$ cat src/hw/clock_pkg.sv
package clock_pkg;

	// ----------------------------------------------------------------------
	// operating modes and set positions
	// ----------------------------------------------------------------------
	typedef enum logic [1:0] {
		MODE_CLOCK	= 2'd0,
		MODE_SET_TIME	= 2'd1,
		MODE_SET_ALARM	= 2'd2
	} mode_t;

	// encoding follows the field order on the display, sec lowest
	typedef enum logic [1:0] {
		POS_SEC	= 2'd0,
		POS_MIN	= 2'd1,
		POS_HR	= 2'd2
	} pos_t;

	// bit order on the button and press buses
	localparam int BTN_MODE		= 0;
	localparam int BTN_POS		= 1;
	localparam int BTN_INC		= 2;
	localparam int BTN_ALARM	= 3;

	// ----------------------------------------------------------------------
	// time fields
	// ----------------------------------------------------------------------
	localparam int FIELD_W = 6;

	localparam logic [FIELD_W-1:0] SEC_MAX	= 6'd59;
	localparam logic [FIELD_W-1:0] MIN_MAX	= 6'd59;
	localparam logic [FIELD_W-1:0] HR_MAX	= 6'd23;

	// divisors for a 50 MHz clk
	localparam logic [31:0] SEC_DIV_DEF	= 32'd50_000_000;	// 1 Hz
	localparam logic [31:0] SAMPLE_DIV_DEF	= 32'd500_000;		// 100 Hz button sample
	localparam logic [31:0] SCAN_DIV_DEF	= 32'd5_000;		// digit scan
	localparam logic [31:0] BLINK_DIV_DEF	= 32'd12_500_000;	// 2 Hz blink
	localparam logic [31:0] TONE_DIV_DEF	= 32'd12_000;		// half period of high pitch

endpackage

$ cat src/hw/disp_pkg.sv
package disp_pkg;

	// segments {a,b,c,d,e,f,g}, active high
	typedef logic [6:0] seg_t;

	localparam int N_DIGITS		= 6;
	localparam int DIGIT_W		= 4;
	localparam int DIGIT_IDX_W	= 3;	// enough for 0..N_DIGITS-1

	localparam seg_t SEG_BLANK = 7'b000_0000;

	// ----------------------------------------------------------------------
	// decimal digit patterns, index is the digit value
	// ----------------------------------------------------------------------
	localparam seg_t SEG_DIGIT [10] = '{
		7'b111_1110,	// 0
		7'b011_0000,	// 1
		7'b110_1101,	// 2
		7'b111_1001,	// 3
		7'b011_0011,	// 4
		7'b101_1011,	// 5
		7'b101_1111,	// 6
		7'b111_0000,	// 7
		7'b111_1111,	// 8
		7'b111_0011	// 9
	};

endpackage

$ cat src/hw/tick_gen.sv
module tick_gen import clock_pkg::*; #(
	parameter logic [31:0] SEC_DIV		= SEC_DIV_DEF,
	parameter logic [31:0] SAMPLE_DIV	= SAMPLE_DIV_DEF,
	parameter logic [31:0] SCAN_DIV		= SCAN_DIV_DEF,
	parameter logic [31:0] BLINK_DIV	= BLINK_DIV_DEF
) (
	input  logic	clk,
	input  logic	rst_n,
	output logic	o_sec_tick,
	output logic	o_sample_tick,
	output logic	o_scan_tick,
	output logic	o_blink_phase
);

	localparam logic [31:0] DIV [4] = '{SEC_DIV, SAMPLE_DIV, SCAN_DIV, BLINK_DIV};

	logic [3:0]	tc;	// terminal counts, same order as DIV

	for (genvar g = 0; g < 4; g++) begin : g_div
		logic [31:0]	cnt;

		assign tc[g] = (cnt == DIV[g] - 32'd1);

		always_ff @(posedge clk or negedge rst_n) begin
			if (rst_n == 1'b0) begin
				cnt <= '0;
			end else if (tc[g]) begin
				cnt <= '0;
			end else begin
				cnt <= cnt + 32'd1;
			end
		end
	end

	assign o_sec_tick	= tc[0];
	assign o_sample_tick	= tc[1];
	assign o_scan_tick	= tc[2];

	// blink level, starts in the visible half
	always_ff @(posedge clk or negedge rst_n) begin
		if (rst_n == 1'b0) begin
			o_blink_phase <= 1'b1;
		end else if (tc[3]) begin
			o_blink_phase <= ~o_blink_phase;
		end
	end

endmodule

$ cat src/hw/button_sync.sv
module button_sync (
	input  logic		clk,
	input  logic		rst_n,
	input  logic		i_sample_tick,
	input  logic [3:0]	i_btn,
	output logic [3:0]	o_press
);

	logic [3:0]	stage1;
	logic [3:0]	stage2;
	logic [3:0]	armed;		// last seen fully released
	logic		sample_d;	// stages just updated

	// two samples per button at the slow rate
	always_ff @(posedge clk or negedge rst_n) begin
		if (rst_n == 1'b0) begin
			stage1	<= '0;
			stage2	<= '0;
			sample_d <= 1'b0;
		end else begin
			sample_d <= i_sample_tick;
			if (i_sample_tick) begin
				stage1 <= i_btn;
				stage2 <= stage1;
			end
		end
	end

	// release memory, one press per push
	always_ff @(posedge clk or negedge rst_n) begin
		if (rst_n == 1'b0) begin
			armed <= '1;
		end else if (sample_d) begin
			armed <= (armed & ~(stage1 & stage2)) | (~stage1 & ~stage2);
		end
	end

	assign o_press = {4{sample_d}} & stage1 & stage2 & armed;

endmodule

$ cat src/hw/mode_ctrl.sv
module mode_ctrl import clock_pkg::*; (
	input  logic		clk,
	input  logic		rst_n,
	input  logic [3:0]	i_press,
	output mode_t		o_mode,
	output pos_t		o_pos,
	output logic		o_alarm_en,
	output logic		o_inc_time,
	output logic		o_inc_alarm
);

	mode_t	mode_nxt;
	pos_t	pos_nxt;

	always_comb begin
		case (o_mode)
			MODE_CLOCK:	mode_nxt = MODE_SET_TIME;
			MODE_SET_TIME:	mode_nxt = MODE_SET_ALARM;
			default:	mode_nxt = MODE_CLOCK;
		endcase
	end

	always_comb begin
		case (o_pos)
			POS_SEC:	pos_nxt = POS_MIN;
			POS_MIN:	pos_nxt = POS_HR;
			default:	pos_nxt = POS_SEC;
		endcase
	end

	// ----------------------------------------------------------------------
	// mode FSM, position and alarm enable
	// ----------------------------------------------------------------------
	always_ff @(posedge clk or negedge rst_n) begin
		if (rst_n == 1'b0) begin
			o_mode		<= MODE_CLOCK;
			o_pos		<= POS_SEC;
			o_alarm_en	<= 1'b0;
		end else begin
			if (i_press[BTN_MODE]) begin
				o_mode <= mode_nxt;
			end
			if (i_press[BTN_POS]) begin
				o_pos <= pos_nxt;
			end
			if (i_press[BTN_ALARM]) begin
				o_alarm_en <= ~o_alarm_en;
			end
		end
	end

	// increment goes to time or alarm, dropped in clock mode
	always_ff @(posedge clk or negedge rst_n) begin
		if (rst_n == 1'b0) begin
			o_inc_time	<= 1'b0;
			o_inc_alarm	<= 1'b0;
		end else begin
			o_inc_time	<= i_press[BTN_INC] && (o_mode == MODE_SET_TIME);
			o_inc_alarm	<= i_press[BTN_INC] && (o_mode == MODE_SET_ALARM);
		end
	end

endmodule

$ cat src/hw/time_keeper.sv
module time_keeper import clock_pkg::*; (
	input  logic			clk,
	input  logic			rst_n,
	input  logic			i_sec_tick,
	input  mode_t			i_mode,
	input  pos_t			i_pos,
	input  logic			i_inc_time,
	input  logic			i_inc_alarm,
	input  logic			i_alarm_en,
	output logic [FIELD_W-1:0]	o_sec,
	output logic [FIELD_W-1:0]	o_min,
	output logic [FIELD_W-1:0]	o_hr,
	output logic [FIELD_W-1:0]	o_alarm_sec,
	output logic [FIELD_W-1:0]	o_alarm_min,
	output logic [FIELD_W-1:0]	o_alarm_hr,
	output logic			o_alarm_on
);

	logic [FIELD_W-1:0]	sec_nxt;
	logic [FIELD_W-1:0]	min_nxt;
	logic [FIELD_W-1:0]	hr_nxt;
	logic			advance;
	logic			match;

	// add one, wrap past the limit
	function automatic logic [FIELD_W-1:0] bump(
		input logic [FIELD_W-1:0] v,
		input logic [FIELD_W-1:0] lim
	);
		return (v >= lim) ? '0 : v + 1'b1;
	endfunction

	// ----------------------------------------------------------------------
	// carry chain for the running time
	// ----------------------------------------------------------------------
	always_comb begin
		sec_nxt	= bump(o_sec, SEC_MAX);
		min_nxt	= o_min;
		hr_nxt	= o_hr;
		if (o_sec >= SEC_MAX) begin
			min_nxt = bump(o_min, MIN_MAX);
			if (o_min >= MIN_MAX) begin
				hr_nxt = bump(o_hr, HR_MAX);
			end
		end
	end

	assign advance	= i_sec_tick && (i_mode != MODE_SET_TIME);	// frozen while setting
	assign match	= (sec_nxt == o_alarm_sec) && (min_nxt == o_alarm_min) &&
			  (hr_nxt == o_alarm_hr);

	always_ff @(posedge clk or negedge rst_n) begin
		if (rst_n == 1'b0) begin
			o_sec	<= '0;
			o_min	<= '0;
			o_hr	<= '0;
		end else if (i_inc_time) begin
			case (i_pos)
				POS_SEC:	o_sec	<= bump(o_sec, SEC_MAX);
				POS_MIN:	o_min	<= bump(o_min, MIN_MAX);
				default:	o_hr	<= bump(o_hr, HR_MAX);
			endcase
		end else if (advance) begin
			o_sec	<= sec_nxt;
			o_min	<= min_nxt;
			o_hr	<= hr_nxt;
		end
	end

	// alarm fields, no carry between them
	always_ff @(posedge clk or negedge rst_n) begin
		if (rst_n == 1'b0) begin
			o_alarm_sec	<= '0;
			o_alarm_min	<= '0;
			o_alarm_hr	<= '0;
		end else if (i_inc_alarm) begin
			case (i_pos)
				POS_SEC:	o_alarm_sec	<= bump(o_alarm_sec, SEC_MAX);
				POS_MIN:	o_alarm_min	<= bump(o_alarm_min, MIN_MAX);
				default:	o_alarm_hr	<= bump(o_alarm_hr, HR_MAX);
			endcase
		end
	end

	// match latch, held until the alarm is switched off
	always_ff @(posedge clk or negedge rst_n) begin
		if (rst_n == 1'b0) begin
			o_alarm_on <= 1'b0;
		end else if (!i_alarm_en) begin
			o_alarm_on <= 1'b0;
		end else if (advance && match) begin
			o_alarm_on <= 1'b1;
		end
	end

endmodule

$ cat src/hw/seg_scan.sv
module seg_scan import clock_pkg::*, disp_pkg::*; (
	input  logic			clk,
	input  logic			rst_n,
	input  logic			i_scan_tick,
	input  logic			i_blink_phase,
	input  mode_t			i_mode,
	input  pos_t			i_pos,
	input  logic [FIELD_W-1:0]	i_sec,
	input  logic [FIELD_W-1:0]	i_min,
	input  logic [FIELD_W-1:0]	i_hr,
	input  logic [FIELD_W-1:0]	i_alarm_sec,
	input  logic [FIELD_W-1:0]	i_alarm_min,
	input  logic [FIELD_W-1:0]	i_alarm_hr,
	output seg_t			o_seg,
	output logic [N_DIGITS-1:0]	o_seg_enb
);

	logic [DIGIT_IDX_W-1:0]	idx;		// active digit, 0 is sec ones
	logic [DIGIT_IDX_W-2:0]	field_sel;
	logic			show_alarm;
	logic [FIELD_W-1:0]	field;
	logic [DIGIT_W-1:0]	digit;
	logic			blank;

	// ----------------------------------------------------------------------
	// digit scan
	// ----------------------------------------------------------------------
	always_ff @(posedge clk or negedge rst_n) begin
		if (rst_n == 1'b0) begin
			idx <= '0;
		end else if (i_scan_tick) begin
			if (idx == DIGIT_IDX_W'(N_DIGITS - 1)) begin
				idx <= '0;
			end else begin
				idx <= idx + 1'b1;
			end
		end
	end

	assign o_seg_enb = ~(N_DIGITS'(1) << idx);

	// two digits per field
	assign field_sel	= idx[DIGIT_IDX_W-1:1];
	assign show_alarm	= (i_mode == MODE_SET_ALARM);

	always_comb begin
		case (field_sel)
			2'd0:		field = show_alarm ? i_alarm_sec : i_sec;
			2'd1:		field = show_alarm ? i_alarm_min : i_min;
			default:	field = show_alarm ? i_alarm_hr : i_hr;
		endcase
	end

	// odd digit is the tens
	assign digit = idx[0] ? DIGIT_W'(field / FIELD_W'(10)) : DIGIT_W'(field % FIELD_W'(10));

	// selected field blinks in both set modes
	assign blank = (i_mode != MODE_CLOCK) && !i_blink_phase && (field_sel == i_pos);

	always_comb begin
		if (blank || digit > DIGIT_W'(9)) begin
			o_seg = SEG_BLANK;
		end else begin
			o_seg = SEG_DIGIT[digit];
		end
	end

endmodule

$ cat src/hw/alarm_tone.sv
module alarm_tone import clock_pkg::*; #(
	parameter logic [31:0] TONE_DIV = TONE_DIV_DEF
) (
	input  logic	clk,
	input  logic	rst_n,
	input  logic	i_alarm_on,
	input  logic	i_sec_tick,
	output logic	o_buzz
);

	logic [31:0]	cnt;
	logic [31:0]	half_period;
	logic		low_pitch;	// flips each second while sounding

	assign half_period = low_pitch ? (TONE_DIV << 1) : TONE_DIV;

	always_ff @(posedge clk or negedge rst_n) begin
		if (rst_n == 1'b0) begin
			cnt		<= '0;
			low_pitch	<= 1'b0;
			o_buzz		<= 1'b0;
		end else if (!i_alarm_on) begin
			cnt		<= '0;
			low_pitch	<= 1'b0;
			o_buzz		<= 1'b0;
		end else begin
			if (i_sec_tick) begin
				low_pitch <= ~low_pitch;
			end
			// >= covers a pitch drop mid period
			if (cnt >= half_period - 32'd1) begin
				cnt	<= '0;
				o_buzz	<= ~o_buzz;
			end else begin
				cnt <= cnt + 32'd1;
			end
		end
	end

endmodule

$ cat src/hw/clock_top.sv
module clock_top import clock_pkg::*, disp_pkg::*; #(
	parameter logic [31:0] SEC_DIV		= SEC_DIV_DEF,
	parameter logic [31:0] SAMPLE_DIV	= SAMPLE_DIV_DEF,
	parameter logic [31:0] SCAN_DIV		= SCAN_DIV_DEF,
	parameter logic [31:0] BLINK_DIV	= BLINK_DIV_DEF,
	parameter logic [31:0] TONE_DIV		= TONE_DIV_DEF
) (
	input  logic			clk,
	input  logic			rst_n,
	input  logic			i_btn_mode,
	input  logic			i_btn_pos,
	input  logic			i_btn_inc,
	input  logic			i_btn_alarm,
	output seg_t			o_seg,
	output logic [N_DIGITS-1:0]	o_seg_enb,
	output logic			o_buzz
);

	logic			sec_tick;
	logic			sample_tick;
	logic			scan_tick;
	logic			blink_phase;
	logic [3:0]		press;
	mode_t			mode;
	pos_t			pos;
	logic			alarm_en;
	logic			inc_time;
	logic			inc_alarm;
	logic [FIELD_W-1:0]	sec;
	logic [FIELD_W-1:0]	min;
	logic [FIELD_W-1:0]	hr;
	logic [FIELD_W-1:0]	alarm_sec;
	logic [FIELD_W-1:0]	alarm_min;
	logic [FIELD_W-1:0]	alarm_hr;
	logic			alarm_on;

	tick_gen #(
		.SEC_DIV	(SEC_DIV),
		.SAMPLE_DIV	(SAMPLE_DIV),
		.SCAN_DIV	(SCAN_DIV),
		.BLINK_DIV	(BLINK_DIV)
	) u_tick_gen (
		.clk		(clk),
		.rst_n		(rst_n),
		.o_sec_tick	(sec_tick),
		.o_sample_tick	(sample_tick),
		.o_scan_tick	(scan_tick),
		.o_blink_phase	(blink_phase)
	);

	// bit order matches BTN_* in clock_pkg
	button_sync u_button_sync (
		.clk		(clk),
		.rst_n		(rst_n),
		.i_sample_tick	(sample_tick),
		.i_btn		({i_btn_alarm, i_btn_inc, i_btn_pos, i_btn_mode}),
		.o_press	(press)
	);

	mode_ctrl u_mode_ctrl (
		.clk		(clk),
		.rst_n		(rst_n),
		.i_press	(press),
		.o_mode		(mode),
		.o_pos		(pos),
		.o_alarm_en	(alarm_en),
		.o_inc_time	(inc_time),
		.o_inc_alarm	(inc_alarm)
	);

	time_keeper u_time_keeper (
		.clk		(clk),
		.rst_n		(rst_n),
		.i_sec_tick	(sec_tick),
		.i_mode		(mode),
		.i_pos		(pos),
		.i_inc_time	(inc_time),
		.i_inc_alarm	(inc_alarm),
		.i_alarm_en	(alarm_en),
		.o_sec		(sec),
		.o_min		(min),
		.o_hr		(hr),
		.o_alarm_sec	(alarm_sec),
		.o_alarm_min	(alarm_min),
		.o_alarm_hr	(alarm_hr),
		.o_alarm_on	(alarm_on)
	);

	seg_scan u_seg_scan (
		.clk		(clk),
		.rst_n		(rst_n),
		.i_scan_tick	(scan_tick),
		.i_blink_phase	(blink_phase),
		.i_mode		(mode),
		.i_pos		(pos),
		.i_sec		(sec),
		.i_min		(min),
		.i_hr		(hr),
		.i_alarm_sec	(alarm_sec),
		.i_alarm_min	(alarm_min),
		.i_alarm_hr	(alarm_hr),
		.o_seg		(o_seg),
		.o_seg_enb	(o_seg_enb)
	);

	alarm_tone #(
		.TONE_DIV	(TONE_DIV)
	) u_alarm_tone (
		.clk		(clk),
		.rst_n		(rst_n),
		.i_alarm_on	(alarm_on),
		.i_sec_tick	(sec_tick),
		.o_buzz		(o_buzz)
	);

endmodule

$ cat config.mk
export PLATFORM = sky130hd
export DESIGN_NAME = clock_top
export DESIGN_NICKNAME = d
export VERILOG_FILES = /design/src/hw/clock_pkg.sv /design/src/hw/disp_pkg.sv /design/src/hw/tick_gen.sv /design/src/hw/button_sync.sv /design/src/hw/mode_ctrl.sv /design/src/hw/time_keeper.sv /design/src/hw/seg_scan.sv /design/src/hw/alarm_tone.sv /design/src/hw/clock_top.sv
export SDC_FILE = /design/constraint.sdc
export NUM_CORES = 1
export LEC_CHECK = 0
export BUFFER_PORTS_ARGS = -buffer_cell sky130_fd_sc_hd__buf_4
export CORE_UTILIZATION = 50
export CTS_CLUSTER_SIZE = 14
export DETAILED_ROUTE_END_ITERATION = 8
export PLACE_DENSITY_LB_ADDON = 0.15
export SYNTH_ARGS = -nofsm -noshare
export SYNTH_HDL_FRONTEND = slang
export SYNTH_SLANG_ARGS = --single-unit
$ cat constraint.sdc
create_clock -name clk -period 6.05 [get_ports clk]
set_clock_uncertainty 0.2 [all_clocks]
set_input_delay 0.605 -clock clk [delete_from_list [all_inputs] [get_ports clk]]
set_output_delay 0.605 -clock clk [all_outputs]
set_load 0.02 [all_outputs]
=== Word level (Yosys, flattened, before mapping) ===
Memories as Yosys holds them, arrays and structs flattened.
Cells that the tools add are included.

* Flip-flop bits (word level): 223
* ROM bits: 112
* Bits of input ports: 6
* Output and inout port bits: 14
* Logic and storage cells: 152
* Memories: 1

{| class="wikitable"
|+ Memories
! memory !! words !! width !! rd ports !! clocked after memory_dff !! wr ports !! RTL line !! RTL
|-
| (no name shown) || 16 || 7 || 1 || 0 || 0 || seg_scan.sv:64 || <nowiki>o_seg = SEG_DIGIT[digit];</nowiki>
|}

* $add $sub $neg: 13
* Div/mod/pow operators: 2
* Order comparisons: 9
* Equality and inequality tests: 20
* Shifts and indexed selects: 1
* Mux-type cells: 42
* Bitwise operators: 17
* Reduce and logical (&&, ||, !) cells: 22

{| class="wikitable"
|+ Operator list
! cell !! number
|-
| 32-bit two-way mux || 6
|-
| 32-bit by 1-bit adder with 32-bit output, second input constant || 5
|-
| 6-bit two-way mux || 21
|-
| 6-bit by 1-bit adder with 6-bit output, second input constant || 6
|-
| 32-bit by 13-bit equality test with 1-bit output, second input constant || 1
|-
| 32-bit by 19-bit equality test with 1-bit output, second input constant || 1
|-
| 32-bit by 24-bit equality test with 1-bit output, second input constant || 1
|-
| 32-bit by 26-bit equality test with 1-bit output, second input constant || 1
|-
| 32-bit greater-or-equal comparator || 1
|-
| 32-bit by 1-bit subtractor with 32-bit output, second input constant || 1
|-
| 4-bit AND || 6
|-
| 6-bit greater-or-equal comparator, second input constant || 4
|-
| 7-bit two-way mux || 3
|-
| 6-bit equality test || 3
|-
| 15-bit two-way mux || 1
|-
| 6-bit by 5-bit greater-or-equal comparator with 1-bit output, second input constant || 2
|-
| 4-bit inverter || 3
|-
| 6-bit case mux with 2 select lines || 1
|-
| 2-bit AND reduction || 6
|-
| 1-bit logical AND || 8
|-
| 2-bit by 1-bit != test with 1-bit output, second input constant || 4
|-
| 2-bit case mux with 2 select lines || 2
|-
| 6-bit by 4-bit divider with 6-bit output, second input constant || 1
|-
| 2-bit by 1-bit equality test with 1-bit output, second input constant || 3
|-
| 21 further kinds || 35
|}

=== Depth between registers and ports, before layout ===
Gate-level depths: netlist (run 1).

* Word-level depth: 10
* Depth in mapped cells: 19
* Depth with buffers taken out: 18

=== By module ===
A second synthesis (run 1) with hierarchy kept.

* Cells, all modules: 1,243
* Area total of the unflattened synthesis: 12,196.7 sq um

{| class="wikitable"
|+ Modules (own cells, without submodules)
! module !! instances !! cells each !! area an instance (sq um) !! seq. area each (sq um)
|-
| tick_gen || 1 || 591 || 6,068.3 || 3,229.3
|-
| time_keeper || 1 || 294 || 2,532.4 || 925.9
|-
| alarm_tone || 1 || 126 || 1,431.4 || 850.8
|-
| seg_scan || 1 || 157 || 1,350.0 || 75.1
|-
| button_sync || 1 || 55 || 549.3 || 330.3
|-
| mode_ctrl || 1 || 20 || 265.3 || 175.2
|}

=== Least setup slack after synthesis (run 1) ===
Ideal clock, no wire load.

* Kind: register -> output
* Start point: register u_mode_ctrl.o_mode[0]
* End point: output o_seg[6]
* Data arrival time: 4,059 ps
* Data required time: 5,245 ps
* Setup slack: 1,186 ps
* Stages on the path, launching flop included: 18
* Path buffers: 1
* Path through: dfrtp_1 > nand2b_2 > buf_6 > a2111oi_2 > a211oi_2 > nor3b_2 > or2_2 > inv_2 > ha_1 > a2111oi_2 > o21ai_2 > xnor2_1 > ha_1 > or2_2 > o221ai_1 > nor2_2 > xnor2_1 > a31oi_1

* Word-level cells in the longest chain between the ends: 10
* Elaborated cells on any way between the ends: 18

{| class="wikitable"
|+ RTL lines
! element !! RTL line !! RTL
|-
| start, declared || mode_ctrl.sv:5 || <nowiki>output mode_t o_mode,</nowiki>
|-
| start signal, assigned || mode_ctrl.sv:41 || <nowiki>o_mode <= mode_nxt;</nowiki>
|-
| 2-bit equality test || seg_scan.sv:44 || <nowiki>assign show_alarm = (i_mode == MODE_SET_ALARM);</nowiki>
|-
| 6-bit two-way mux, on equally long branches || seg_scan.sv:50, seg_scan.sv:48, seg_scan.sv:49 ||
|-
| 6-bit case mux with 2 select lines || seg_scan.sv:47 || <nowiki>case (field_sel)</nowiki>
|-
| 6-bit by 4-bit remainder unit with 6-bit output / 6-bit by 4-bit divider with 6-bit output (equally long branches) || seg_scan.sv:55 || <nowiki>assign digit = idx[0] ? DIGIT_W'(field / FIELD_W'(10)) : DIGIT_W'(field % FIELD_W'(10));</nowiki>
|-
| 4-bit two-way mux || seg_scan.sv:55 ||
|-
| 4-bit inverter with 5-bit output (implied by the code) || seg_scan.sv:64 ||
|-
| memory read 16 x 7 bit || -- ||
|-
| 7-bit two-way mux (implied by the code) (2 in a row) || seg_scan.sv:64 ||
|-
| 7-bit two-way mux * || seg_scan.sv:61 || <nowiki>if (blank || digit > DIGIT_W'(9)) begin</nowiki>
|-
| end, declared || clock_top.sv:14 || <nowiki>output seg_t o_seg,</nowiki>
|}

Mark *: on every way between the ends. The rest lies on a longest branch, timed or not. The select of a mux whose other input is x is not followed.

=== Final worst setup path (run 1) ===
* Start point: register u_mode_ctrl.o_mode[0]
* End point: output o_seg[2]

The elaborated chain is that of the path after synthesis.

==> results of run 1 <==
where the power goes:
part	total [mW]	switching (mW)	internal, mW	leakage (nW)
clock network	1.47	0.589	0.886	0.406
logic	0.0335	0.0295	0.00404	2.28
registers	1.50	0.00139	1.50	2.99
cell usage in the layout (no fill, tap or decap), types with 4 or more instances in the layout:
cell type / netlist / routed
sky130_fd_sc_hd__o21ai_0: 60 / 60
sky130_fd_sc_hd__clkbuf_16: 0 / 25
sky130_fd_sc_hd__clkbuf_8: 0 / 7
sky130_fd_sc_hd__nand4b_1: 5 / 5
sky130_fd_sc_hd__clkinv_2: 0 / 6
sky130_fd_sc_hd__a21o_1: 8 / 8
sky130_fd_sc_hd__nand4_1: 31 / 31
sky130_fd_sc_hd__a221oi_1: 4 / 4
sky130_fd_sc_hd__nor2b_1: 17 / 17
sky130_fd_sc_hd__nand3_1: 72 / 72
sky130_fd_sc_hd__xnor2_1: 82 / 82
sky130_fd_sc_hd__xor2_1: 72 / 72
sky130_fd_sc_hd__inv_1: 23 / 23
sky130_fd_sc_hd__dfstp_2: 5 / 5
sky130_fd_sc_hd__and4_1: 9 / 9
sky130_fd_sc_hd__dfrtp_1: 218 / 217
sky130_fd_sc_hd__and3_1: 32 / 32
sky130_fd_sc_hd__conb_1: 1 / 16
sky130_fd_sc_hd__nand2_1: 125 / 125
sky130_fd_sc_hd__mux2_2: 8 / 8
sky130_fd_sc_hd__mux2i_1: 9 / 9
sky130_fd_sc_hd__nor2_1: 117 / 117
sky130_fd_sc_hd__o31ai_1: 13 / 13
sky130_fd_sc_hd__or3_1: 5 / 5
sky130_fd_sc_hd__o21a_1: 5 / 5
sky130_fd_sc_hd__a21oi_1: 33 / 33
sky130_fd_sc_hd__nand2b_1: 6 / 6
sky130_fd_sc_hd__a31oi_1: 11 / 11
sky130_fd_sc_hd__nand3b_1: 4 / 4
sky130_fd_sc_hd__and2_1: 13 / 13
sky130_fd_sc_hd__buf_4: 1 / 33
sky130_fd_sc_hd__nor4b_1: 6 / 6
sky130_fd_sc_hd__or2_2: 4 / 4
sky130_fd_sc_hd__ha_1: 26 / 26
sky130_fd_sc_hd__clkbuf_1: 24 / 5
sky130_fd_sc_hd__nor4_1: 19 / 18
sky130_fd_sc_hd__nor3_1: 28 / 26
stage by stage:
stage,utilization (%),hold slack (ns),area (um^2),instances
finish,56.9,0.0956,12800,1508
floorplan,-,0.109,11500,1173
CTS,56.8,0.0759,12800,1504
detailed placement,53.2,0.252,12000,1458
global placement,53.2,0.237,12000,1458
global route,56.9,0.0985,12800,1508
worst max-delay path, cell delays in order, from the launching register on:
cell and delay [ns]:
sky130_fd_sc_hd__dfrtp_1 0.42, sky130_fd_sc_hd__nand2b_2 0.34, sky130_fd_sc_hd__mux2i_1 0.19, sky130_fd_sc_hd__a211oi_2 0.43
sky130_fd_sc_hd__inv_2 0.08, sky130_fd_sc_hd__nor2_1 0.17, sky130_fd_sc_hd__or2_2 0.16, sky130_fd_sc_hd__inv_2 0.08
sky130_fd_sc_hd__ha_1 0.20, sky130_fd_sc_hd__a2111oi_2 0.41, sky130_fd_sc_hd__o21ai_2 0.16, sky130_fd_sc_hd__xnor2_1 0.15
sky130_fd_sc_hd__ha_1 0.28, sky130_fd_sc_hd__or2_2 0.28, sky130_fd_sc_hd__o221ai_1 0.30, sky130_fd_sc_hd__nor2_2 0.15
sky130_fd_sc_hd__o211ai_4 0.28, sky130_fd_sc_hd__nor2_1 0.09, sky130_fd_sc_hd__buf_4 0.16
worst paths after layout:
kind,end,slack [ns],cells after the start,start
setup reg to reg,u_time_keeper.o_alarm_on,2.55,12,u_time_keeper.o_min[0]
hold / removal,u_button_sync.stage1[3],0.1,3,i_btn_alarm
hold reg to reg,u_button_sync.armed[2],0.25,1,u_button_sync.stage2[2]
setup / recovery,o_seg[2],0.38,18,u_mode_ctrl.o_mode[0]
min in group asynchronous,u_tick_gen.g_div[3].cnt[3],0.53,2,rst_n
max in group asynchronous,u_alarm_tone.cnt[24],3.72,3,rst_n
logic make-up (layout without fill, tap and decap cells):
group | count (synthesis) | after routing
AOI/OAI and AO/OA | 173 | 173
xor gates and xnor gates | 154 | 154
adders and majority gates | 26 | 26
buffers and inverters | 56 | 106
DFF | 223 | 223
muxes | 19 | 19
other | 1 | 16
and+or+nand+nor | 506 | 506
cell type report:
cell class,count,area [um^2],area share (%)
Sequential cell,223,5590,43.5
Multi-Input combinational cell,894,5730,44.6
Timing Repair Buffer,35,273,2.12
Tap cell,285,357,2.78
Inverter,26,97.6,0.759
Clock buffer,37,741,5.76
Clock inverter,8,68.8,0.536
flip-flops by register name, indices dropped and copies added (netlist names), 2 cells and up:
register	flops
u_time_keeper.o_alarm_sec	6
u_button_sync.armed	4
u_button_sync.stage2	4
u_time_keeper.o_alarm_hr	6
u_time_keeper.o_min	6
u_time_keeper.o_sec	6
u_tick_gen.g_div.cnt	128
u_mode_ctrl.o_mode	2
u_time_keeper.o_hr	6
u_mode_ctrl.o_pos	2
u_button_sync.stage1	4
u_seg_scan.idx	3
u_time_keeper.o_alarm_min	6
u_alarm_tone.cnt	32
what timing repair did:
item / CTS / global route
endpoints found under the hold margin: 36 / 0
resized for setup: 0 / 2
endpoints found under the setup margin: 0 / 7
hold buffers: 1 / 0
setup buffers: 0 / 4
layer usage:
layer / global-route usage [%] / up-vias
li1: - / 4158
met1: 29.2 / 3992
met2: 30.6 / 107
met3: 2.72 / 26
met4: 4.86 / 0
met5: 0 / -
==> impl_results.md, run 1 <==
- ANT cells: 0
- Pwr dens: 234 nW/um^2
- Die ar.: 23500 um^2
- Master cell of the clock root buffer: sky130_fd_sc_hd__clkbuf_16
- Overall track demand over capacity in global routing: 19.7%
- Final Power: 3.01 mW
- Least setup slack across all paths after layout: 0.381 ns
- Uppermost metal layer occupied by signal nets: met4
- Simple logic cell fraction of the synthesized area: 22.1%
- Portion of netlist area occupied by mux cells: 1.96%
- Final-report hold violation count: 0
- Ratio of routed vias to standard cells: 5.49
- Worst skew pair latency: 0.52 ns
- Detail-routed net length per standard cell: 14.7 um
- Final WL: 22200 um
- Routed Antenna Nets: 0
- HP Class: in2reg
- Amount of wire on met2 after detailed routing: 9910 um
- Max Freq: 176 MHz
- Final Slew Violations: 0
- Number of synthesized flops with an enable pin: 0
- Final setup viols: 0
- Proportion of register bits with asynchronous set or reset after synthesis: 100%
- Library cell with the highest instance count after synthesis: sky130_fd_sc_hd__dfrtp_1
- Maximum fanout count along the critical path: 13
- Deepest level of the CTS H-tree: 1
- Kind of end point of the critical path: primary output
- # Max-Cap Violations: 0
- DRC marker count from the first detailed-route iteration: 467
- Total of warnings raised by yosys: 0
- Final sum of negative setup slack: 0 ns
- Data arrival at the endpoint of the critical path: 4.86 ns
- Inserted Clock Buffers: 25
- Setup Crit Path Kind: reg2out
- Final #Nets: 1237
- Number of placed I/O pins: 20
- Clock transition at the register clock pins on the worst setup and hold paths after CTS: 0.06 ns
- Height of the chip: 153 um
- Post-route clock period utilization: 93.7%
- Number of iterations in the first detailed-routing pass: 5
- Share of final-layout standard cells stronger than drive strength 1: 9.98%
- CTS tree: built
- List of most frequent post-synthesis cells: 218 x sky130_fd_sc_hd__dfrtp_1, 125 x sky130_fd_sc_hd__nand2_1, 117 x sky130_fd_sc_hd__nor2_1
- Max-Slew Margin vs Limit: 40.5%
- Horizontal die dimension: 153 um
- Commonest register cell after synthesis: sky130_fd_sc_hd__dfrtp_1
- DR WL met3: 751 um
- Maximum number of pins on one net before global-route repair: 116
- Final HPWL from detailed placement: 15300 um
- WP data required: 5.24 ns
- Total leakage power: 5.68 nW
- Initial antenna violation count: 0
- DRC violation count after routing: 0
- Initial standard-cell utilization of the core: 50.8%
- Number of different library cells in the post-synthesis netlist: 84
- Quantity of I/O buffers inserted on ports: 19
- Unrepaired setup endpoints after global routing: false
- Synth Area in Adders: 2.84%
- Cell area after technology mapping: 11500 um^2
- Final min period: 5.67 ns
- Via count: 8283
- Instance count of the mapped netlist: 1158
- Average cell area after synthesis: 9.90 um^2
- Peak VDD IR: 0.000192 V
- Wire length of the first global-routing pass: 38600 um
- Largest cells by area after synthesis: sky130_fd_sc_hd__dfrtp_1 48%, sky130_fd_sc_hd__xnor2_1 6.3%, sky130_fd_sc_hd__xor2_1 5.5%
- Layout fillers: 1958
- Standard cell core area: 22600 um^2
- Fraction of post-synthesis cell area in the top cell type by area: 47.6%
- Flip-flop and latch count after synthesis: 223
- Sort of element at the start of the critical path: flop
- Global placement routability congestion: 0.856
- Share of the yosys chip area belonging to registers: 48.7%
- Dominant combinational cell family by area after synthesis: simple AND/OR/NAND/NOR gates
- Top cell type by total area after synthesis: sky130_fd_sc_hd__dfrtp_1
- Cell Rows: 55
- Post-Place Setup Slack: 0.749 ns
- Xor/xnor share of the synthesized area: 11.8%
- Maximum clock insertion buffer count: 3
- CTS sink count: 223
- Via count of the first global-routing pass: 7890
- Complex-gate fraction of the synthesized area: 10.5%
- Met1 wire length: 11200 um
- Worst slew pin tran: 0.893 ns
- Overflow after GRT: 0
- P&R area growth vs syn: 12.1%
- Run status: finished clean
No activity file was read; power rests on OpenSTA's default activity.
==> inputs of run 2 (changes only) <==
CORE_UTILIZATION = 63   (was 50)
==> run 2 against run 1 <==
Utilization is 16 points higher. Flip-flop and latch count stayed put. Largest power group is now clock. First-iteration DRC count is 14% higher. Maximum frequency is 0.47% lower. Sequential share of layout area is 0.17 points higher. Clock power is 3% higher. Combinational power hardly changed. Routed wire length is 1.1% higher.
==> impl_results.md, run 2 (synthesized netlist as in run 1, its figures left out) <==
- Final core occ: 73.0% (+16 points)
- Final Slew Violations: 0 (unchanged)
- Global placement routability congestion: 0.937 (+9.5%)
- WP data required: 5.24 ns (about the same)
- Via count of the first global-routing pass: 8040 (+1.9%)
- Master cell of the clock root buffer: sky130_fd_sc_hd__clkbuf_16
- Inserted Clock Buffers: 24 (-4.0%)
- Unrepaired setup endpoints after global routing: false
- Layer carrying the most global-route usage: met2
- Detail-routed net length per standard cell: 15.6 um (+5.7%)
- Max-Slew Margin vs Limit: 24.9% (-16 points)
- Horizontal die dimension: 137 um (-11%)
- Number of placed I/O pins: 20 (unchanged)
- Clock transition at the register clock pins on the worst setup and hold paths after CTS: 0.06 ns (about the same)
- Final sum of negative setup slack: 0 ns (unchanged)
- # Max-Cap Violations: 0 (unchanged)
- Final WL: 22500 um (+1.1%)
- CTS sink count: 223 (unchanged)
- Maximum fanout count along the critical path: 13 (unchanged)
- Post-route clock period utilization: 94.2% (+0.45 points)
- Max Freq: 176 MHz (-0.47%)
- Pwr dens: 238 nW/um^2 (+1.7%)
- Height of the chip: 137 um (-11%)
- Initial standard-cell utilization of the core: 65.4% (+15 points)
- Ratio of routed vias to standard cells: 5.83 (+6.1%)
- Final #Nets: 1231 (-0.49%)
- HP Class: in2reg
- Final min period: 5.70 ns (+0.0270 ns)
- Initial antenna violation count: 0 (unchanged)
- Worst slew pin tran: 1.12 ns (+0.228 ns)
- Share of final-layout standard cells stronger than drive strength 1: 9.86% (-0.12 points)
- Commonest non-fill, non-tap cell in the layout: sky130_fd_sc_hd__dfrtp_1
- Overflow after GRT: 0 (unchanged)
- Final setup viols: 0 (unchanged)
- Die ar.: 18700 um^2 (-20%)
- Quantity of I/O buffers inserted on ports: 19 (unchanged)
- Worst skew pair latency: 0.52 ns (about the same)
- Deepest level of the CTS H-tree: 1 (unchanged)
- Final HPWL from detailed placement: 14800 um (-2.8%)
- ANT cells: 0 (unchanged)
- Maximum number of pins on one net before global-route repair: 113 (-2.6%)
- Maximum clock insertion buffer count: 3 (unchanged)
- Registers with the highest flip-flop counts: u_tick_gen.g_div.cnt (128), u_alarm_tone.cnt (32)
- Overall track demand over capacity in global routing: 25.3% (+5.6 points)
- Standard cell core area: 17500 um^2 (-22%)
- Fin cells: 1442 (-4.4%)
- Data arrival at the endpoint of the critical path: 4.89 ns (+0.03 ns)
- Wire length of the first global-routing pass: 38200 um (-1.0%)
- M2 GR Usage: 41.3% (+11 points)
- Sort of element at the start of the critical path: flop
- Setup Crit Path Kind: reg2out
- Routed Antenna Nets: 0 (unchanged)
- DRC marker count from the first detailed-route iteration: 534 (+14%)
- Via count: 8400 (+1.4%)
- Final-report hold violation count: 0 (unchanged)
- Peak VDD IR: 0.000265 V (+38%)
- Number of cells after detailed placement: 1396 (-4.3%)
- Total leakage power: 5.67 nW (-0.10%)
- DRC violation count after routing: 0 (unchanged)
- Met1 routing resource usage after global routing: 35.8% (+6.7 points)
- Global-route track usage on met3: 3.59% (+0.87 points)
- Kind of end point of the critical path: primary output
- Highest-count cells in the layout ignoring fill and taps: 217 x sky130_fd_sc_hd__dfrtp_1, 125 x sky130_fd_sc_hd__nand2_1, 117 x sky130_fd_sc_hd__nor2_1
- Cell Rows: 48 (-13%)
- Max FFs per register: 128 (unchanged)
- P&R area growth vs syn: 11.7%
- CTS tree: built
- Worst hold slack: 0.0873 ns (-0.00838 ns)
- Run status: finished clean
- Number of iterations in the first detailed-routing pass: 5 (unchanged)
- Register with the most flip-flops: u_tick_gen.g_div.cnt
-- run 2: through the flow --
stage	power (mW)	instance area (um^2)	worst slack, ns
after floorplan	1.53	11500	1.19
after global placement	1.56	11900	0.784
after detailed placement	1.56	11900	0.656
after CTS	3.08	12800	0.0955
after global routing	3.14	12800	0.0465
final	3.05	12800	0.354
-- run 2: cell type report --
| type | instances | area, um^2 |
|---|---|---|
| clock buffers | 32 | 691 |
| clock inverters | 12 | 150 |
| fillers | 1262 | 4740 |
| inverters | 26 | 97.6 |
| multi-input cells | 894 | 5760 |
| flip-flops and latches | 223 | 5590 |
| well taps | 225 | 282 |
| repair buffers | 30 | 235 |
-- run 2: critical path, stage by stage, from the launching register on --
cell and delay, ns:
sky130_fd_sc_hd__dfrtp_1 0.47, sky130_fd_sc_hd__nand2b_4 0.28, sky130_fd_sc_hd__mux4_2 0.55, sky130_fd_sc_hd__mux2i_4 0.23
sky130_fd_sc_hd__nor3b_2 0.10, sky130_fd_sc_hd__or2_2 0.35, sky130_fd_sc_hd__inv_2 0.14, sky130_fd_sc_hd__ha_1 0.22
sky130_fd_sc_hd__a2111oi_4 0.10, sky130_fd_sc_hd__o21ai_4 0.28, sky130_fd_sc_hd__xnor2_1 0.17, sky130_fd_sc_hd__ha_1 0.24
sky130_fd_sc_hd__or2_2 0.29, sky130_fd_sc_hd__o221ai_1 0.30, sky130_fd_sc_hd__nor2_2 0.15, sky130_fd_sc_hd__o211ai_4 0.27
sky130_fd_sc_hd__a31oi_1 0.07, sky130_fd_sc_hd__buf_4 0.17
-- run 2: repair_timing --
item | in CTS | in global routing
endpoints found under the setup margin | 0 | 7
hold buffers | 1 | 0
endpoints found under the hold margin | 9 | 0
buffers inserted | 0 | 1
gates resized for setup | 0 | 7
-- run 2: worst paths after layout --
path	startpoint	end	slack (ns)	cells past startpoint
max	u_mode_ctrl.o_mode[0]	o_seg[4]	0.35	17
min	i_btn_alarm	u_button_sync.stage1[3]	0.09	3
max reg2reg	u_time_keeper.o_sec[0]	u_time_keeper.o_alarm_on	2.39	12
min reg2reg	u_button_sync.stage2[3]	u_button_sync.armed[3]	0.27	1
max in group asynchronous	rst_n	u_tick_gen.g_div[1].cnt[31]	3.75	3
min in group asynchronous	rst_n	u_alarm_tone.cnt[11]	0.55	2
-- run 2: where the power goes --
| group | total (mW) | internal, mW | switching (mW) |
|---|---|---|---|
| combinational | 0.0337 | 0.00405 | 0.0297 |
| clock | 1.51 | 0.931 | 0.584 |
| sequential | 1.50 | 1.50 | 0.00152 |
-- run 2: layer usage --
layer | vias up | routed length (um) | share of wire [%]
met2 | 167 | 10600 | 47
met5 | - | 0 | 0
li1 | 4141 | - | -
met4 | 0 | 441 | 2.0
met3 | 35 | 870 | 3.9
met1 | 4057 | 10500 | 47
==> inputs of run 3 (changes only) <==
CORE_UTILIZATION = 45   (was 63)
==> run 3 against run 2 <==
Sequential share of layout area shrank 0.66 points. Routed wire length grew 1.4%. Flip-flop and latch count unchanged. Critical path type unchanged. First-iteration DRC count increased by 3.9%. Via count shrank 1.1%. Setup slack worse by 0.015 ns. Largest cell class unchanged. Cell area up 1.5%. Sequential power about the same. Combinational power grew 2%.
==> impl_results.md, run 3 (synthesized netlist as in run 1, its figures left out) <==
- Maximum number of pins on one net before global-route repair: 124 (+9.7%)
- P&R area growth vs syn: 13.4%
- Inserted Clock Buffers: 26 (+8.3%)
- Fin cells: 1553 (+7.7%)
- Register cell area after layout: 5590 um^2 (unchanged)
- Setup Crit Path Kind: reg2out
- Initial antenna violation count: 0 (unchanged)
- Cell Rows: 58 (+21%)
- Crit path cell chain: nand2b_2, mux4_2, mux2i_4, nor3b_2, or2_2, inv_2, ha_1, a2111oi_2, o21ai_2, xnor2_1, ha_1, or2_2, o221ai_1, nor2_2, o211ai_4, nor2_1, buf_4
- Sw Share: 20.4% (+0.23 points)
- Final min period: 5.71 ns (+0.0150 ns)
- Final Power: 3.12 mW (+2.3%)
- Maximum fanout count along the critical path: 13 (unchanged)
- Share of final-layout standard cells stronger than drive strength 1: 10.2% (+0.36 points)
- Final core occ: 51.8% (-21 points)
- Clock transition at the register clock pins on the worst setup and hold paths after CTS: 0.06 ns (about the same)
- Ratio of routed vias to standard cells: 5.35 (-8.1%)
- Quantity of I/O buffers inserted on ports: 19 (unchanged)
- Horizontal die dimension: 162 um (+18%)
- Relative contribution of combinational cells to total power: 1.1% (about the same)
- Maximum cell stage delay along the critical path: 0.60 ns (+0.05 ns)
- Internal Pwr Total: 2.48 mW (+2.0%)
- Via count of the first global-routing pass: 7968 (-0.90%)
- Max FFs per register: 128 (unchanged)
- Post-Place Setup Slack: 0.601 ns (-0.0556 ns)
- Registers with the highest flip-flop counts: u_tick_gen.g_div.cnt (128), u_alarm_tone.cnt (32)
- Run status: finished clean
- Pwr dens: 240 nW/um^2 (+0.76%)
- Worst hold slack: 0.119 ns (+0.0316 ns)
- Commonest non-fill, non-tap cell in the layout: sky130_fd_sc_hd__dfrtp_1
- DRC marker count from the first detailed-route iteration: 555 (+3.9%)
- Clock network fraction of total power: 50.8% (+1.1 points)
- Post-route clock period utilization: 94.4% (+0.25 points)
- Area used by multi-input combinational logic: 5730 um^2 (-0.52%)
- Slowest cell on crit path: sky130_fd_sc_hd__mux4_2
- Via count: 8310 (-1.1%)
- Worst slew pin tran: 0.845 ns (-0.276 ns)
- Overall track demand over capacity in global routing: 18.3% (-7.0 points)
- Deepest level of the CTS H-tree: 1 (unchanged)
- Number of iterations in the first detailed-routing pass: 5 (unchanged)
- Unrepaired setup endpoints after global routing: false
- CTS sink count: 223 (unchanged)
- Number of cells after detailed placement: 1501 (+7.5%)
- Final #Nets: 1238 (+0.57%)
- HP Class: in2reg
- Worst skew pair latency: 0.53 ns (about the same)
- Master cell of the clock root buffer: sky130_fd_sc_hd__clkbuf_16
- Total leakage power: 5.71 nW (+0.71%)
- Number of placed I/O pins: 20 (unchanged)
- Peak VDD IR: 0.000177 V (-33%)
- Final sum of negative setup slack: 0 ns (unchanged)
- Max-Slew Margin vs Limit: 43.6% (+19 points)
- Die ar.: 26100 um^2 (+39%)
- Wire length of the first global-routing pass: 39600 um (+3.7%)
- ANT cells: 0 (unchanged)
- Final Slew Violations: 0 (unchanged)
- Final WL: 22800 um (+1.4%)
- Routed Antenna Nets: 0 (unchanged)
- Initial standard-cell utilization of the core: 45.6% (-20 points)
- Reported net switching power: 0.636 mW (+3.5%)
- Cell area after layout: 13000 um^2 (+1.5%)
- Height of the chip: 162 um (+18%)
- Detail-routed net length per standard cell: 14.7 um (-5.8%)
- Least setup slack across all paths after layout: 0.339 ns (-0.0150 ns)
- Register with the most flip-flops: u_tick_gen.g_div.cnt
- Kind of end point of the critical path: primary output
- WP data required: 5.24 ns (about the same)
- CTS tree: built
- Final-report hold violation count: 0 (unchanged)
- Maximum clock insertion buffer count: 3 (unchanged)
- Max Freq: 175 MHz (-0.26%)
- Sequential cell fraction of total power: 48.1% (-1.1 points)
- Final HPWL from detailed placement: 15500 um (+4.1%)
- Post-placement cell area: 12100 um^2 (+1.2%)
- Layout fillers: 2288 (+81%)
- Final setup viols: 0 (unchanged)
- Global placement routability congestion: 0.859 (-8.4%)
- Data arrival at the endpoint of the critical path: 4.91 ns (+0.02 ns)
- Overflow after GRT: 0 (unchanged)
- # Max-Cap Violations: 0 (unchanged)
- Standard cell core area: 25100 um^2 (+43%)
- Setup slack on the worst flop-to-flop path: 2.60 ns (+0.21 ns)
- Highest-count cells in the layout ignoring fill and taps: 217 x sky130_fd_sc_hd__dfrtp_1, 125 x sky130_fd_sc_hd__nand2_1, 117 x sky130_fd_sc_hd__nor2_1
- Sort of element at the start of the critical path: flop
- DRC violation count after routing: 0 (unchanged)
run 3: cell types whose count changed in the layout (fill, tap and decap cells not counted), sizes merged:
cell	delta
buf	+5
clkbuf	+6
clkinv	-5
bufinv	-1
clkinvlp	+1
run 3: path summary, 6_finish.rpt:
path                                         start                           to  depth (start not counted)
min in group asynchronous                    rst_n  u_tick_gen.g_div[2].cnt[26]                          2
setup / recovery             u_mode_ctrl.o_mode[0]                     o_seg[2]                         17
max in group asynchronous                    rst_n   u_tick_gen.g_div[1].cnt[0]                          3
hold / removal                           i_btn_pos      u_button_sync.stage1[1]                          2
setup reg to reg            u_time_keeper.o_sec[0]     u_time_keeper.o_alarm_on                         12
hold reg to reg            u_button_sync.stage2[3]       u_button_sync.armed[3]                          1
run 3: what timing repair did:
action,CTS,global route
setup endpoints to repair,0,7
endpoints found under the hold margin,97,0
hold buffers,1,0
resized for setup,0,3
buffers inserted,0,6
run 3: cell type report:
| cell class | instances | share of cell area, % |
|---|---|---|
| Clock buffer | 38 | 6.05 |
| Clock inverter | 7 | 0.761 |
| Inverter | 26 | 0.751 |
| Multi-Input combinational cell | 894 | 44.1 |
| Sequential cell | 223 | 43.0 |
| Tap cell | 330 | 3.18 |
| Timing Repair Buffer | 35 | 2.20 |
run 3: routing by layer:
metal	part of all wire (%)	wire, um	vias up	GRT usage (%)
met3	3.5	793	35	2.62
met4	1.9	439	0	4.93
met1	51	11600	3982	27.2
met2	44	9950	131	27.8
met5	0	0	-	0
li1	-	-	4162	-
run 3: power by group through the flow:
stage / combinational, mW / clock [mW] / sequential (mW)
2_1_floorplan: 0.00134 / 0 / 1.53
3_3_place_gp: 0.0374 / 0 / 1.53
3_5_place_dp: 0.0370 / 0 / 1.53
4_1_cts: 0.0377 / 1.64 / 1.50
5_1_grt: 0.0427 / 1.70 / 1.50
6_report: 0.0345 / 1.58 / 1.50
run 3: worst max-delay path, delay by kind of cell (launching register included):
kind / cells / cell delay [ns]
xor gates and xnor gates: 1 / 0.15
and+or+nand+nor: 6 / 1.30
adders and majority gates: 2 / 0.43
DFF: 1 / 0.42
buffers and inverters: 2 / 0.30
AOI/OAI and AO/OA: 4 / 0.95
muxes: 2 / 0.84
